### config.mk
export PLATFORM = sky130hd
export DESIGN_NAME = tcb_common2independent
export DESIGN_NICKNAME = d
export VERILOG_FILES = /design/src/rtl/tcb_pkg.sv /design/src/rtl/tcb_dly_pipe.sv /design/src/rtl/tcb_common2independent.sv
export VERILOG_INCLUDE_DIRS = /design/src /design/src/rtl
export SDC_FILE = /design/constraint.sdc
export NUM_CORES = 1
export LEC_CHECK = 0
export BUFFER_PORTS_ARGS = -buffer_cell sky130_fd_sc_hd__buf_2
export CAP_MARGIN = 10
export CORE_AREA = 3 3 70 72
export CTS_CLUSTER_DIAMETER = 120
export DETAILED_ROUTE_END_ITERATION = 8
export DIE_AREA = 0 0 73 75
export PLACE_DENSITY_LB_ADDON = 0.15
export SLEW_MARGIN = 10
export SYNTH_ARGS = -nofsm -noshare
export SYNTH_HDL_FRONTEND = slang
export SYNTH_HIERARCHICAL = 1
export SYNTH_SLANG_ARGS = --single-unit
### constraint.sdc
create_clock -name clk -period 1.9 [get_ports clk]
set_input_delay 0.19 -clock clk [delete_from_list [all_inputs] [get_ports clk]]
set_output_delay 0.19 -clock clk [all_outputs]
set_load 0.005 [all_outputs]
### src/rtl/tcb_params.svh
////////////////////
// bus widths, response delay and memory depth for the TCB memory subsystem
// include in any file that sizes a port or a storage array
////////////////////

`ifndef TCB_PARAMS_SVH
`define TCB_PARAMS_SVH

// byte address width, transfers are word aligned
`define TCB_ADR_W 12

// data word width in bits
`define TCB_DAT_W 32

// one enable bit per data byte
`define TCB_BEN_W (`TCB_DAT_W/8)

// cycles from handshake to response
// must be 1 or more
`define TCB_DLY 1

// words in the shared array
// word addresses from this value upward report an error
`define TCB_MEM_DEPTH 256

`endif

### src/rtl/tcb_pkg.sv
////////////////////
// signal types of the tightly coupled bus
// referenced by scoped name from the splitter and both subordinates
////////////////////

`default_nettype none

`include "tcb_params.svh"

package tcb_pkg;

  ////////////////////
  // request fields
  ////////////////////

  // byte address
  typedef logic [`TCB_ADR_W-1:0] tcb_adr_t;

  // write or read data word
  typedef logic [`TCB_DAT_W-1:0] tcb_dat_t;

  // byte enables, bit n covers data bits 8n+7..8n
  typedef logic [`TCB_BEN_W-1:0] tcb_ben_t;

  ////////////////////
  // response payload
  ////////////////////

  // read data and error flag travel together through the delay line
  // write responses use only the error bit
  typedef struct packed {
    tcb_dat_t rdt;
    logic     err;
  } tcb_rsp_t;

endpackage

`default_nettype wire

### src/rtl/tcb_dly_pipe.sv
////////////////////
// fixed delay line of TCB_DLY register stages
// the payload type is a parameter so one block carries read flags,
// read responses and write status alike
////////////////////

`default_nettype none
`timescale 1ns/1ns

`include "tcb_params.svh"

module tcb_dly_pipe #(
  parameter type T = logic
) (
  input  logic clk,
  input  logic rst_n,
  input  T     din,
  output T     dout
);

  ////////////////////
  // stage registers
  ////////////////////

  // stage 0 takes din, the last stage drives dout
  T dly_q [`TCB_DLY];

  always_ff @(posedge clk or negedge rst_n) begin
    if (!rst_n) begin
      // all stages empty after reset
      for (int i = 0; i < `TCB_DLY; i++) begin
        dly_q[i] <= '0;
      end
    end else begin
      dly_q[0] <= din;
      // shift toward the output
      for (int i = 1; i < `TCB_DLY; i++) begin
        dly_q[i] <= dly_q[i-1];
      end
    end
  end

  // oldest stage
  assign dout = dly_q[`TCB_DLY-1];

endmodule

`default_nettype wire

### src/rtl/tcb_common2independent.sv
////////////////////
// splits a common read/write TCB channel into separate read and write channels
// requests are steered by wen, responses are picked by a delayed read flag
// place between one manager and a pair of read and write subordinates
////////////////////

`default_nettype none
`timescale 1ns/1ns

module tcb_common2independent (
  input  logic               clk,
  input  logic               rst_n,
  // common channel, manager side
  input  logic               crw_vld,
  input  logic               crw_wen,
  input  tcb_pkg::tcb_adr_t  crw_adr,
  input  tcb_pkg::tcb_ben_t  crw_ben,
  input  tcb_pkg::tcb_dat_t  crw_wdt,
  output logic               crw_rdy,
  output tcb_pkg::tcb_dat_t  crw_rsp_rdt,
  output logic               crw_rsp_err,
  // read channel
  output logic               rdc_vld,
  output tcb_pkg::tcb_adr_t  rdc_adr,
  input  logic               rdc_rdy,
  input  tcb_pkg::tcb_dat_t  rdc_rsp_rdt,
  input  logic               rdc_rsp_err,
  // write channel
  output logic               wrc_vld,
  output tcb_pkg::tcb_adr_t  wrc_adr,
  output tcb_pkg::tcb_ben_t  wrc_ben,
  output tcb_pkg::tcb_dat_t  wrc_wdt,
  input  logic               wrc_rdy,
  input  logic               wrc_rsp_err
);

  // read accepted this cycle
  logic ren;
  // read flag aligned with the returning response
  logic ren_dly;

  ////////////////////
  // request path
  ////////////////////

  // valid goes only to the channel picked by wen
  assign rdc_vld = crw_vld & ~crw_wen;
  assign wrc_vld = crw_vld &  crw_wen;

  // ready comes back from the same channel
  assign crw_rdy = crw_wen ? wrc_rdy : rdc_rdy;

  // read side needs only the address
  assign rdc_adr = crw_adr;

  // write side gets address, enables and data
  assign wrc_adr = crw_adr;
  assign wrc_ben = crw_ben;
  assign wrc_wdt = crw_wdt;

  ////////////////////
  // response path
  ////////////////////

  // flag is set only on a read handshake
  // a stalled request puts nothing in the pipe
  assign ren = crw_vld & ~crw_wen & crw_rdy;

  tcb_dly_pipe #(
    .T (logic)
  ) u_ren_dly (
    .clk   (clk),
    .rst_n (rst_n),
    .din   (ren),
    .dout  (ren_dly)
  );

  // write channel returns no data, zero stands in for it
  assign crw_rsp_rdt = ren_dly ? rdc_rsp_rdt : '0;
  // idle cycles show the write channel, which is zero when idle
  assign crw_rsp_err = ren_dly ? rdc_rsp_err : wrc_rsp_err;

endmodule

`default_nettype wire

**Yosys cells after proc, flatten, opt, wreduce, memory -nomap -nowiden**

Cells that the tools add are included.

- Register bits after elaboration: 1
- Output and inout port bits: 96
- Word-level logic and storage cells: 8

- Mux-type cells: 3
- Bitwise operators: 4

Operators with widths:

| kind | number |
|---|---|
| $mux W32 | 1 |
| $and A1 B1 Y1 | 3 |
| $mux W1 | 2 |
| $not A1 Y1 | 1 |

**Logic depth before layout (Yosys ltp)**

- Word-level depth: 3
- Gate-level depth with buffers: 2

**Hierarchy**

The synthesis kept the hierarchy.

By module, submodules not included:

| module | times used | cells an instance | area an instance (um^2) | seq. area each (um^2) |
|---|---|---|---|---|
| tcb_common2independent | 1 | 100 | 749.5 | 0.0 |
| tcb_dly_pipe | 1 | 1 | 25.0 | 25.0 |

**Least setup slack after synthesis**

No wires, ideal clock.

- Kind: register to output
- From: reg u_ren_dly.dly_q (netlist: u_ren_dly/dout)
- To: out crw_rsp_err
- Data arrival time: 0.722 ns
- Path slack: 0.988 ns
- Cell stages (with the launch flop): 2
- Cell sequence: dfrtp_1 -> mux2_2

- Word-level cells in the longest chain between the ends: 1

RTL lines:

| element | line | text |
|---|---|---|
| from (decl) | tcb_dly_pipe.sv:26 | `` T dly_q [`TCB_DLY]; `` |
| from (signal, indexed assignment) | tcb_dly_pipe.sv:38 | `dly_q[i] <= dly_q[i-1];` |
| $mux W1 | tcb_common2independent.sv:81 | `assign crw_rsp_err = ren_dly ? rdc_rsp_err : wrc_rsp_err;` |
| to (decl) | tcb_common2independent.sv:21 | `output logic crw_rsp_err,` |

Every way passes these cells.

**Worst setup path in the final report**

- From: reg u_ren_dly.dly_q (netlist: u_ren_dly/dout)
- To: out crw_rsp_rdt[25]

- Word-level cells in the longest chain between the ends: 1

RTL lines:

| element | line | text |
|---|---|---|
| $mux W32 | tcb_common2independent.sv:79 | `assign crw_rsp_rdt = ren_dly ? rdc_rsp_rdt : '0;` |
| to (decl) | tcb_common2independent.sv:20 | `output tcb_pkg::tcb_dat_t crw_rsp_rdt,` |

Every way passes these cells.

==> Implementation_results.wiki <==
{| class="wikitable"
! Metric !! Value
|-
| Warning count from the yosys run || 6
|-
| Initial Util || 17.8%
|-
| Cell area after placement || 757 um2
|-
| Flip-flop count of the largest register after layout || 1
|-
| Highest ir drop seen on vdd || 43.2 uV
|-
| DRC violation total after the first TritonRoute iteration || 1
|-
| Final wirelength || 2060 um
|-
| First-pass GRT wire length || 2500 um
|-
| Maximum number of pins on one net before global-route repair || 29
|-
| Fin area || 767 um2
|-
| Total of max-cap violations || 0
|-
| Final estimated routing congestion in global placement || 0.646
|-
| Util after Layout || 17.6%
|-
| Final ANT Viol Nets || 0
|-
| Parity-gate share of the synthesized area counting xor and xnor cells || 0%
|-
| Setup bufs post-CTS || 0
|-
| Post-Route Setup TNS || 0 ns
|-
| DR DRC count || 0
|-
| Non-filler cells in the finished layout || 167
|-
| Crit path launch type || register
|-
| Share of final-layout standard cells stronger than drive strength 1 || 95.7%
|-
| Headroom to the max-slew limit || 87.8%
|-
| Clock input transition at the sequential cells of the worst setup and hold paths || 0 ns
|-
| Sequential element share of the synthesized area || 3.23%
|-
| Run status || complete, no violations
|-
| Final Slew Violations || 0
|-
| Number of diodes || 0
|-
| Classification of the worst-slack hold path || input port to primary output
|-
| Post-synthesis instance total || 101
|-
| Overall die area || 0.00548 mm2
|-
| Area fraction in compound gates after synthesis || 0%
|-
| Mux share of post-synthesis cell area || 2.91%
|-
| Gr ovfl total || 0
|-
| Top-level port count || 184
|-
| I/O Buffers || 75
|-
| Std-Cell Core Area || 0.00435 mm2
|-
| Simple-gate portion of the synthesized area || 33.8%
|-
| Largest family of logic cells by synthesized area || buffers and inverters
|-
| Number of iterations in the first detailed-routing pass || 2
|-
| Crit path DAT || 0.93 ns
|-
| Total number of nets in the final design || 205
|-
| Cells taking the most area after synthesis || buf_4 58%, and2_2 31%, dfrtp_1 3.2%, mux2_2 2.9%, clkbuf_2 1.9%
|-
| Flip-flop and latch count after synthesis || 1
|-
| Post-detailed-route wirelength per cell || 12.4 um
|-
| Unrepaired setup endpoints after global routing || false
|-
| Leading cell type in the layout, fill and taps excluded || buf_2
|-
| Synth Net Count || 189
|-
| Total power of the final layout || 114 uW
|-
| Cell taking the most area after synthesis || buf_4
|-
| # setup viols final || 0
|-
| Transition time at the pin with the least slew margin || 0.183 ns
|-
| Power Dens Cells || 149 mW/mm2
|-
| Routed via count divided by cell count || 3.53
|-
| Die Height || 75 um
|-
| GR Util All Layers || 5.65%
|-
| Layout overhead on the synthesized area || -0.969%
|-
| Time the worst path needs with I/O delays and setup || 1.12 ns
|-
| Synth cell types || 8
|-
| Endpoint type of the worst setup path || primary output
|-
| Vias after detailed routing || 589
|-
| Maximum fanout along the worst path || 28
|-
| Fraction of post-synthesis cell area in the top cell type by area || 58.2%
|-
| Share of synthesized cell area in full adder, half adder and majority cells || 0%
|-
| Total instance count after detailed placement || 166
|-
| Achievable frequency || 0.890 GHz
|-
| Initial antenna violation count || 0
|-
| Commonest cells after routing, fill and taps aside || 75 x buf_2, 32 x and2_2, 2 x mux2_2
|-
| Post-route fraction of the period consumed by the critical path || 59.1%
|-
| Chip width || 73 um
|-
| Worst EP required || 1.71 ns
|-
| Static Leakage || 0.504 nW
|-
| Number of global-route vias before repair || 477
|-
| Hold Vio Cnt, Final || 0
|-
| Total standard cell area after synthesis || 774 um2
|-
| Cell Rows || 24
|-
| Syn avg cell area || 7.67 um2
|-
| Type of the worst setup path || register to primary output
|}
[repair_timing]
action | CTS | global route
resized for setup | 0 | 0
hold buffers | 1 | 0
endpoints found under the hold margin | 1 | 0
[routing by layer]
metal | GRT usage (%) | share of wire (%) | up-vias
li1 | - | - | 272
met1 | 3.82 | 23 | 236
met2 | 11.0 | 47 | 73
met3 | 4.81 | 28 | 8
met4 | 1.84 | 2.1 | 0
met5 | 0 | 0 | -
[path summary, 6_finish.rpt]
path / startpoint / to / slack, ns / cells after the start
min: crw_ben[0] / wrc_ben[0] / 0.38 / 0
max in group asynchronous: rst_n / u_ren_dly/dout / 1.31 / 2
max: u_ren_dly/dout / crw_rsp_rdt[25] / 0.78 / 3
min in group asynchronous: rst_n / u_ren_dly/dout / 0.50 / 2
[metrics by stage]
step           hold slack [ns]  setup WS [ns]
5_1_grt                  0.380          0.695
3_5_place_dp           -0.0342          0.761
2_1_floorplan           -0.106          0.988
4_1_cts                  0.380          0.761
6_report                 0.380          0.776
3_3_place_gp           -0.0346          0.792
[worst max-delay path, stage by stage, from the launching register on]
cell and delay [ns]:
dfrtp_1 0.40, buf_4 0.22, and2_2 0.18, buf_2 0.12
[cell families after synthesis]
family,after synthesis
buffers and inverters,63
DFF,1
muxes,2
and+or+nand+nor,35
[report_power, final]
part | switching (mW) | total [mW] | internal, mW
combinational | 0.0298 | 0.0904 | 0.0606
sequential | 0.00114 | 0.0236 | 0.0225
clock | 0 | 0 | 0
total | 0.0309 | 0.114 | 0.0831
[cell usage after synthesis]
master,number
buf_4,60
and2_2,32
clkbuf_2,3
mux2_2,2
and2_1,1
and3b_1,1
dfrtp_1,1
nor2b_1,1
[layout make-up]
| type | instances | area, um2 |
|---|---|---|
| fill | 485 | 3590 |
| multi-input combinational | 37 | 284 |
| sequential | 1 | 25.0 |
| tap | 52 | 65.1 |
| timing repair buffer | 77 | 393 |
Note: power is estimated with default switching activity, not from simulation.
