==> src/rtl/tcb_params.svh <==
////////////////////
// bus widths, response delay and memory depth for the TCB memory subsystem
// include in any file that sizes a port or a storage array
////////////////////

`ifndef TCB_PARAMS_SVH
`define TCB_PARAMS_SVH

// byte address width, transfers are word aligned
`define TCB_ADR_W 12

// data word width in bits
`define TCB_DAT_W 32

// one enable bit per data byte
`define TCB_BEN_W (`TCB_DAT_W/8)

// cycles from handshake to response
// must be 1 or more
`define TCB_DLY 1

// words in the shared array
// word addresses from this value upward report an error
`define TCB_MEM_DEPTH 256

`endif

==> src/rtl/tcb_pkg.sv <==
////////////////////
// signal types of the tightly coupled bus
// referenced by scoped name from the splitter and both subordinates
////////////////////

`default_nettype none

`include "tcb_params.svh"

package tcb_pkg;

  ////////////////////
  // request fields
  ////////////////////

  // byte address
  typedef logic [`TCB_ADR_W-1:0] tcb_adr_t;

  // write or read data word
  typedef logic [`TCB_DAT_W-1:0] tcb_dat_t;

  // byte enables, bit n covers data bits 8n+7..8n
  typedef logic [`TCB_BEN_W-1:0] tcb_ben_t;

  ////////////////////
  // response payload
  ////////////////////

  // read data and error flag travel together through the delay line
  // write responses use only the error bit
  typedef struct packed {
    tcb_dat_t rdt;
    logic     err;
  } tcb_rsp_t;

endpackage

`default_nettype wire

==> src/rtl/mem_pkg.sv <==
////////////////////
// storage types of the word array and the address to index mapping
// shared by both subordinates and the array itself
////////////////////

`default_nettype none

`include "tcb_params.svh"

package mem_pkg;

  // byte offset bits dropped from a bus address
  localparam int unsigned OFS_W = $clog2(`TCB_BEN_W);
  // width of a full word address
  localparam int unsigned WADR_W = `TCB_ADR_W - OFS_W;

  // word index into the array
  typedef logic [$clog2(`TCB_MEM_DEPTH)-1:0] mem_idx_t;

  // one stored word, same width as bus data
  typedef tcb_pkg::tcb_dat_t mem_word_t;

  // low word address bits select the array entry
  function automatic mem_idx_t adr2idx(tcb_pkg::tcb_adr_t adr);
    return adr[OFS_W +: $bits(mem_idx_t)];
  endfunction

  // the full word address must fall below the array depth
  function automatic logic adr_ok(tcb_pkg::tcb_adr_t adr);
    return adr[`TCB_ADR_W-1:OFS_W] < WADR_W'(`TCB_MEM_DEPTH);
  endfunction

endpackage

`default_nettype wire

==> src/rtl/tcb_dly_pipe.sv <==
////////////////////
// fixed delay line of TCB_DLY register stages
// the payload type is a parameter so one block carries read flags,
// read responses and write status alike
////////////////////

`default_nettype none
`timescale 1ns/1ns

`include "tcb_params.svh"

module tcb_dly_pipe #(
  parameter type T = logic
) (
  input  logic clk,
  input  logic rst_n,
  input  T     din,
  output T     dout
);

  ////////////////////
  // stage registers
  ////////////////////

  // stage 0 takes din, the last stage drives dout
  T dly_q [`TCB_DLY];

  always_ff @(posedge clk or negedge rst_n) begin
    if (!rst_n) begin
      // all stages empty after reset
      for (int i = 0; i < `TCB_DLY; i++) begin
        dly_q[i] <= '0;
      end
    end else begin
      dly_q[0] <= din;
      // shift toward the output
      for (int i = 1; i < `TCB_DLY; i++) begin
        dly_q[i] <= dly_q[i-1];
      end
    end
  end

  // oldest stage
  assign dout = dly_q[`TCB_DLY-1];

endmodule

`default_nettype wire

==> src/rtl/tcb_mem_rd.sv <==
////////////////////
// read subordinate on the read-only TCB channel
// reads the array in the handshake cycle and returns data TCB_DLY later
////////////////////

`default_nettype none
`timescale 1ns/1ns

module tcb_mem_rd (
  input  logic                clk,
  input  logic                rst_n,
  // read channel
  input  logic                vld,
  input  tcb_pkg::tcb_adr_t   adr,
  output logic                rdy,
  output tcb_pkg::tcb_dat_t   rsp_rdt,
  output logic                rsp_err,
  // array read port
  output mem_pkg::mem_idx_t   mem_idx,
  input  mem_pkg::mem_word_t  mem_rdata
);

  // handshake this cycle
  logic hs;
  // address inside the array
  logic adr_ok;
  // response entering and leaving the pipe
  tcb_pkg::tcb_rsp_t rsp_d;
  tcb_pkg::tcb_rsp_t rsp_q;

  // never stalls
  assign rdy = 1'b1;
  assign hs  = vld & rdy;

  // word index and range check from the byte address
  assign mem_idx = mem_pkg::adr2idx(adr);
  assign adr_ok  = mem_pkg::adr_ok(adr);

  // data only for a good read
  // out of range gives zero data with err
  // no handshake gives an all zero entry
  assign rsp_d.rdt = (hs && adr_ok) ? mem_rdata : '0;
  assign rsp_d.err = hs & ~adr_ok;

  tcb_dly_pipe #(
    .T (tcb_pkg::tcb_rsp_t)
  ) u_rsp_dly (
    .clk   (clk),
    .rst_n (rst_n),
    .din   (rsp_d),
    .dout  (rsp_q)
  );

  assign rsp_rdt = rsp_q.rdt;
  assign rsp_err = rsp_q.err;

endmodule

`default_nettype wire

==> config.mk <==
export PLATFORM = sky130hd
export DESIGN_NAME = tcb_mem_rd
export DESIGN_NICKNAME = d
export VERILOG_FILES = /design/src/rtl/tcb_pkg.sv /design/src/rtl/mem_pkg.sv /design/src/rtl/tcb_dly_pipe.sv /design/src/rtl/tcb_mem_rd.sv
export VERILOG_INCLUDE_DIRS = /design/src /design/src/rtl
export SDC_FILE = /design/constraint.sdc
export NUM_CORES = 1
export LEC_CHECK = 0
export BUFFER_PORTS_ARGS = -buffer_cell sky130_fd_sc_hd__buf_2
export CAP_MARGIN = 10
export CORE_MARGIN = 8
export CORE_UTILIZATION = 44
export DETAILED_ROUTE_END_ITERATION = 8
export GPL_ROUTABILITY_DRIVEN = 0
export PLACE_DENSITY_LB_ADDON = 0.15
export REMOVE_ABC_BUFFERS = 1
export SLEW_MARGIN = 20
export SYNTH_ARGS = -nofsm -noshare
export SYNTH_HDL_FRONTEND = slang
export SYNTH_SLANG_ARGS = --single-unit
==> constraint.sdc <==
create_clock -name clk -period 0.8 [get_ports clk]
set_input_delay 0.12 -clock clk [delete_from_list [all_inputs] [get_ports clk]]
set_output_delay 0.12 -clock clk [all_outputs]
set_load 0.005 [all_outputs]
# Word level (Yosys, flattened, before mapping)
# Index checks and enable logic that the tools add are counted.
# totals
register_bits	33
in_bits	47
# op_classes
magnitude_cmp	1
muxes	1
bitwise_logic	2
reduce_logical	1
# ops
op	count
32-bit 2-to-1 mux	1
10-bit by 9-bit < comparator with 1-bit output (second input constant)	1
1-bit AND	1
1-bit logical AND	1
1-bit NOT	1

# Longest topological paths before layout
# Gate-level depths: netlist of the first run.
# depth
ltp_word	3
ltp_mapped	2
depth_no_buf	1

# Hierarchy
# From an unflattened synthesis of the first run, not the netlist that was laid out.
# hier_totals
cells_unflattened	85
area_unflattened_um2	1316.3
# modules_own_cells
mod	n_inst	cells_per_inst	area_per_inst_um2	seq_area_each_um2
tcb_dly_pipe	1	33	825.8	825.8
tcb_mem_rd	1	52	490.5	0.0

# Least setup slack after synthesis of the first run
# OpenSTA, ideal clock, no wires.
# synth_timing
path_kind	input to register
start	input adr[11]
end	register u_rsp_dly.dly_q (netlist bit u_rsp_dly.dout[12])
setup_ns	0.098
t_arrival_ns	0.514
t_required_ns	0.702
setup_slack_ns	0.188
cell_stages	2
path_buffers	1
path_cell_list	buf_4 > nor4bb_2
# synth_rtl
element	line_no	rtl
start: declaration	tcb_mem_rd.sv:14	input tcb_pkg::tcb_adr_t adr,
end signal: indexed assignment	tcb_dly_pipe.sv:38	dly_q[i] <= dly_q[i-1];
end: declaration	tcb_dly_pipe.sv:26	T dly_q [`TCB_DLY];

# Final worst setup path of the first run
# layout_timing
start	register u_rsp_dly.dly_q (netlist bit u_rsp_dly.dout[10])
end	output rsp_rdt[9]
# layout_rtl
element	line_no	rtl
end: declaration	tcb_mem_rd.sv:16	output tcb_pkg::tcb_dat_t rsp_rdt,
# No word-level cell between the ends.

==> results of run 1 <==
## worst min path at each step
stage / startpoint / end / slack, ns / cells after the start
after detailed placement: rst_n / u_rsp_dly.dout[21] / 0.09 / 2
after global placement: rst_n / u_rsp_dly.dout[21] / 0.08 / 2
final: mem_rdata[14] / u_rsp_dly.dout[15] / 0.05 / 2
after global routing: mem_rdata[16] / u_rsp_dly.dout[17] / 0.03 / 2
after floorplan: rst_n / u_rsp_dly.dout[0] / -0.18 / 0
after CTS: mem_rdata[18] / u_rsp_dly.dout[19] / 0.03 / 2
## power groups by stage
stage	clock network, mW	registers [mW]	logic, mW
finish	0.830	1.72	0.388
global route	0.975	1.72	0.427
CTS	0.887	1.72	0.397
detailed placement	0	1.75	0.391
global placement	0	1.75	0.380
floorplan	0	1.76	0.0822
## cell families after synthesis
kind of cell	count (synthesis)	share of synthesized area, %
flip-flops	33	62.7
other	1	0.285
AO/OA/AOI/OAI	1	0.571
buffers and inverters	18	9.13
AND/OR/NAND/NOR	32	27.3
## cell type report
type	instances	share of cell area, %
Sequential cell	33	46.7
Timing Repair Buffer	78	27.1
Multi-Input combinational cell	34	21.0
Clock buffer	6	2.34
Tap cell	33	2.34
Clock inverter	2	0.567
## layout by cell type (no fill, tap or decap), drive strengths merged
| cell | instances |
|---|---|
| and4bb | 3 |
| clkbuf | 6 |
| dlygate4sd3 | 1 |
| o21a | 1 |
| conb | 1 |
| dfrtp | 33 |
| buf | 77 |
| nor4bb | 29 |
| clkinv | 2 |
## metrics by stage
stage,TNS (ns),hold slack (ns),power [mW]
finish,-3.96,0.0521,2.94
global route,-5.67,0.0258,3.13
CTS,-4.79,0.0310,3.00
detailed placement,-0.590,0.0865,2.14
global placement,-0.00700,0.0779,2.13
floorplan,0,-0.176,1.84
## timing repair
action	CTS	global route
hold buffers	1	0
setup buffers	0	0
endpoints found under the hold margin	33	0
setup endpoints to repair	33	33
## routing by layer
layer | global-route usage [%] | up-vias | wire length (µm)
met5 | 0 | - | 0
met4 | 3.46 | 0 | 9
met3 | 8.33 | 4 | 373
met2 | 18.8 | 59 | 1460
met1 | 13.2 | 427 | 1220
li1 | - | 442 | -
==> run summary, run 1 <==
Combinational group share of total power -> 13.2%
DRC -> 0
WP buf/inv -> 1
Clk slew on worst S/H paths -> 0.10 ns
CP startpoint -> u_rsp_dly.dout[10]
Die W -> 70.7 µm
Synth cell types -> 8
I/O pin count -> 89
Multi-input logic area -> 370 µm²
Pin count of the biggest net entering global routing -> 23
Starting density of the core -> 44.6%
Arr. time, crit path -> 0.82 ns
F_max -> 1060 MHz
Status -> complete, but fails checks
Cts repair resizes -> 0
Max Cap Violations -> 0
Hold Path Class -> in -> reg
Final period util -> 118%
Via count -> 932
Syn Inst Count -> 85
Crit-path max cell delay -> 0.38 ns
Share of cells above drive strength 1 -> 60.1%
Placed Cells -> 177
P per Cell Area -> 1660 nW/µm²
Fin area -> 1770 µm²
Commonest cells post-synth -> dfrtp_1 (33), nor4bb_1 (24), buf_4 (12)
Initial antenna violation count -> 0
Grt total ovfl -> 0
First-pass GRT wire length -> 4.93 mm
CTS max path bufs -> 2
Critical path's top delay family -> flip-flops
Fin. Hold Viols -> 0
Critical Path Stages -> 1
Area growth, synth to finish -> 34.2%
Final min period -> 0.942 ns
Fill cell count -> 251
FFs w/ async S/R, synth -> 100%
Drt pass-1 iters -> 2
Leading area contributor after synthesis -> dfrtp_1
Register area -> 826 µm²
Final layout net count -> 199
Vias per cell -> 5.01
Drt wl/cell -> 16.5 µm
H-tree Lvls -> 2
DRT antenna net count -> 0
WP data required -> 0.68 ns
Slew Viols, Final -> 0
WL final -> 3.06 mm
Core Footprint -> 2950 µm²
Peak supply drop -> 0.000886 V
Net Sw Power -> 0.671 mW
Root buf cell -> clkbuf_4
Site row count -> 20
Violated checks -> setup timing
Die area -> 5000 µm²
Worst setup path end -> rsp_rdt[9]
Max reg flops -> 33
Pre-CTS WS -> -0.0872 ns
Post-Syn Area -> 1320 µm²
Yosys top cell area share -> 62.7%
Crit end category -> output pin
Clk sink count -> 33
DR iter-0 viols -> 45
RSZ-0062 raised after global routing -> yes
Synth warn -> 0
Net Sw Frac -> 22.8%
Crit start category -> flop
Crit-path cells -> buf_2
Number of flops mapped to enable cells by yosys -> 0
Pint -> 2.27 mW
Top_reg_cell synth -> dfrtp_1
Placement Cell Area -> 1710 µm²
Total CTS buffers -> 5
CTS tree -> built
Post-synthesis sequential area ratio -> 62.7%
Finished Core Util -> 59.8%
P_leak -> 0.980 nW
Reg power frac -> 58.5%
IO Port Bufs -> 69
Post-Syn Area per Cell -> 15.5 µm²
Final setup fails -> 33
PnR worst setup slack -> -0.142 ns
Critical path class -> reg -> out
GRT Total Usage -> 12.2%
Count leader, synth -> dfrtp_1
N_diodes -> 0
Vias in the first global route -> 1022
Synthesized flop and latch total -> 33
Crit path max-delay cell type -> dfrtp_1
Die height -> 70.7 µm
Synth top area cells -> dfrtp_1 (63%), nor4bb_1 (18%), buf_4 (6.8%)
Worst-path fanout max -> 1
Post-Layout Cell Count -> 186
Clk network pwr share -> 28.3%
(Power assumes the default switching activity.)
==> inputs of run 2 (changes only) <==
--- a/config.mk
+++ b/config.mk
@@ -14,6 +14,7 @@
 export GPL_ROUTABILITY_DRIVEN = 0
 export PLACE_DENSITY_LB_ADDON = 0.15
 export REMOVE_ABC_BUFFERS = 1
+export SKIP_CTS_REPAIR_TIMING = 1
 export SLEW_MARGIN = 20
 export SYNTH_ARGS = -nofsm -noshare
 export SYNTH_HDL_FRONTEND = slang
==> run 2 against run 1 <==
The flow still finishes with violations (setup timing). Setup slack about the same. Cell count did not move. Sequential cell count stayed put. Cell area unchanged. Die area stayed put. Sequential share of layout area did not move. Clock power barely moved. Total power barely moved. Critical path depth did not move. First-iteration DRC count stayed put. Fmax about the same.
==> run summary, run 2 (synthesis results as in run 1) <==
Area growth, synth to finish -> 34.2%
Vias per cell -> 5.01
Critical path class -> reg -> out
Crit end category -> output pin
Crit-path max cell delay -> 0.38 ns
WHS Endpoint -> u_rsp_dly.dout[15]
RSZ-0062 raised after global routing -> yes
Slew Viols, Final -> 0
Pre-CTS WS -> -0.0872 ns
WL final -> 3.06 mm
Final min period -> 0.942 ns
Crit path max-delay cell type -> dfrtp_1
CTS max path bufs -> 2
Drt pass-1 iters -> 2
DRT antenna net count -> 0
Pint -> 2.27 mW
Hold_sp -> mem_rdata[14]
Share of cells above drive strength 1 -> 60.1%
IO Port Bufs -> 69
Die W -> 70.7 µm
Hold WS -> 0.0521 ns
Pwr Total -> 2.94 mW
CTS tree -> built
Fin area -> 1770 µm²
WP buf/inv -> 1
Grt total ovfl -> 0
Clk slew on worst S/H paths -> 0.10 ns
I/O pin count -> 89
M1 GR Usage -> 13.1%
Clk network pwr share -> 28.3%
Post-Layout Cell Count -> 186
DR iter-0 viols -> 45
Met3 Use GR -> 8.33%
Crit start category -> flop
Peak supply drop -> 0.000886 V
Combinational group share of total power -> 13.2%
Pin count of the biggest net entering global routing -> 23
Starting density of the core -> 44.6%
Crit-path cells -> buf_2
P per Cell Area -> 1660 nW/µm²
Core Footprint -> 2950 µm²
Max reg flops -> 33
Total CTS buffers -> 5
Global routing's busiest layer -> met2
N_diodes -> 0
F_max -> 1060 MHz
GRT Total Usage -> 12.2%
Fin. Hold Viols -> 0
Finished Core Util -> 59.8%
First-pass GRT wire length -> 4.92 mm
Arr. time, crit path -> 0.82 ns
Net Sw Power -> 0.671 mW
Most frequent cells in the layout -> buf_2 (69), dfrtp_1 (33), nor4bb_1 (24)
Hold Path Stages -> 2
Final layout net count -> 199
Status -> complete, but fails checks
Die area -> 5000 µm²
Drt wl/cell -> 16.5 µm
Net Sw Frac -> 22.8%
Initial antenna violation count -> 0
Placed Cells -> 177
Fill cell count -> 251
H-tree Lvls -> 2
Max Cap Violations -> 0
Fin Setup TNS -> -3.96 ns
WP data required -> 0.68 ns
Final setup fails -> 33
PnR worst setup slack -> -0.142 ns
Clk sink count -> 33
Vias in the first global route -> 1016
P_leak -> 0.980 nW
Most common cell after layout, fill and taps aside -> buf_2
Root buf cell -> clkbuf_4
Hold Path Class -> in -> reg
Die height -> 70.7 µm
Reg power frac -> 58.5%
Violated checks -> setup timing
Critical path's top delay family -> flip-flops
CP startpoint -> u_rsp_dly.dout[10]
Placement Cell Area -> 1710 µm²
Final period util -> 118%
GR Layer Usage met2 -> 18.8%
Via count -> 931
Worst-path fanout max -> 1
DRC -> 0
Site row count -> 20
## run 2: cell counts in the layout (fill, tap and decap cells not counted)
No cell type changed its count.
## run 2: per-layer routing
layer,wire length (µm),vias to the layer above
met4,9,0
li1,-,442
met2,1450,59
met1,1230,426
met5,0,-
met3,373,4
## run 2: worst max path at each step
| stage | slack (ns) | cells after the start | end |
|---|---|---|---|
| after global routing | -0.19 | 1 | rsp_rdt[12] |
| after floorplan | 0.33 | 0 | rsp_err |
| after CTS | -0.17 | 1 | rsp_rdt[9] |
| after detailed placement | -0.09 | 3 | u_rsp_dly.dout[16] |
| after global placement | -0.006 | 3 | u_rsp_dly.dout[8] |
| final | -0.14 | 1 | rsp_rdt[9] |
## run 2: cell type report
type / count / area [µm²] / share of cell area, %
clock inverter: 2 / 10.0 / 0.567
tap: 33 / 41.3 / 2.34
multi-input combinational: 34 / 370 / 21.0
clock buffer: 6 / 41.3 / 2.34
timing repair buffer: 78 / 478 / 27.1
sequential: 33 / 826 / 46.7
## run 2: power by group through the flow
stage / Combinational [mW] / Clock [mW] / Sequential [mW]
2_1_floorplan: 0.0822 / 0 / 1.76
3_3_place_gp: 0.380 / 0 / 1.75
3_5_place_dp: 0.391 / 0 / 1.75
4_1_cts: 0.394 / 0.887 / 1.72
5_1_grt: 0.427 / 0.975 / 1.72
6_report: 0.387 / 0.831 / 1.72
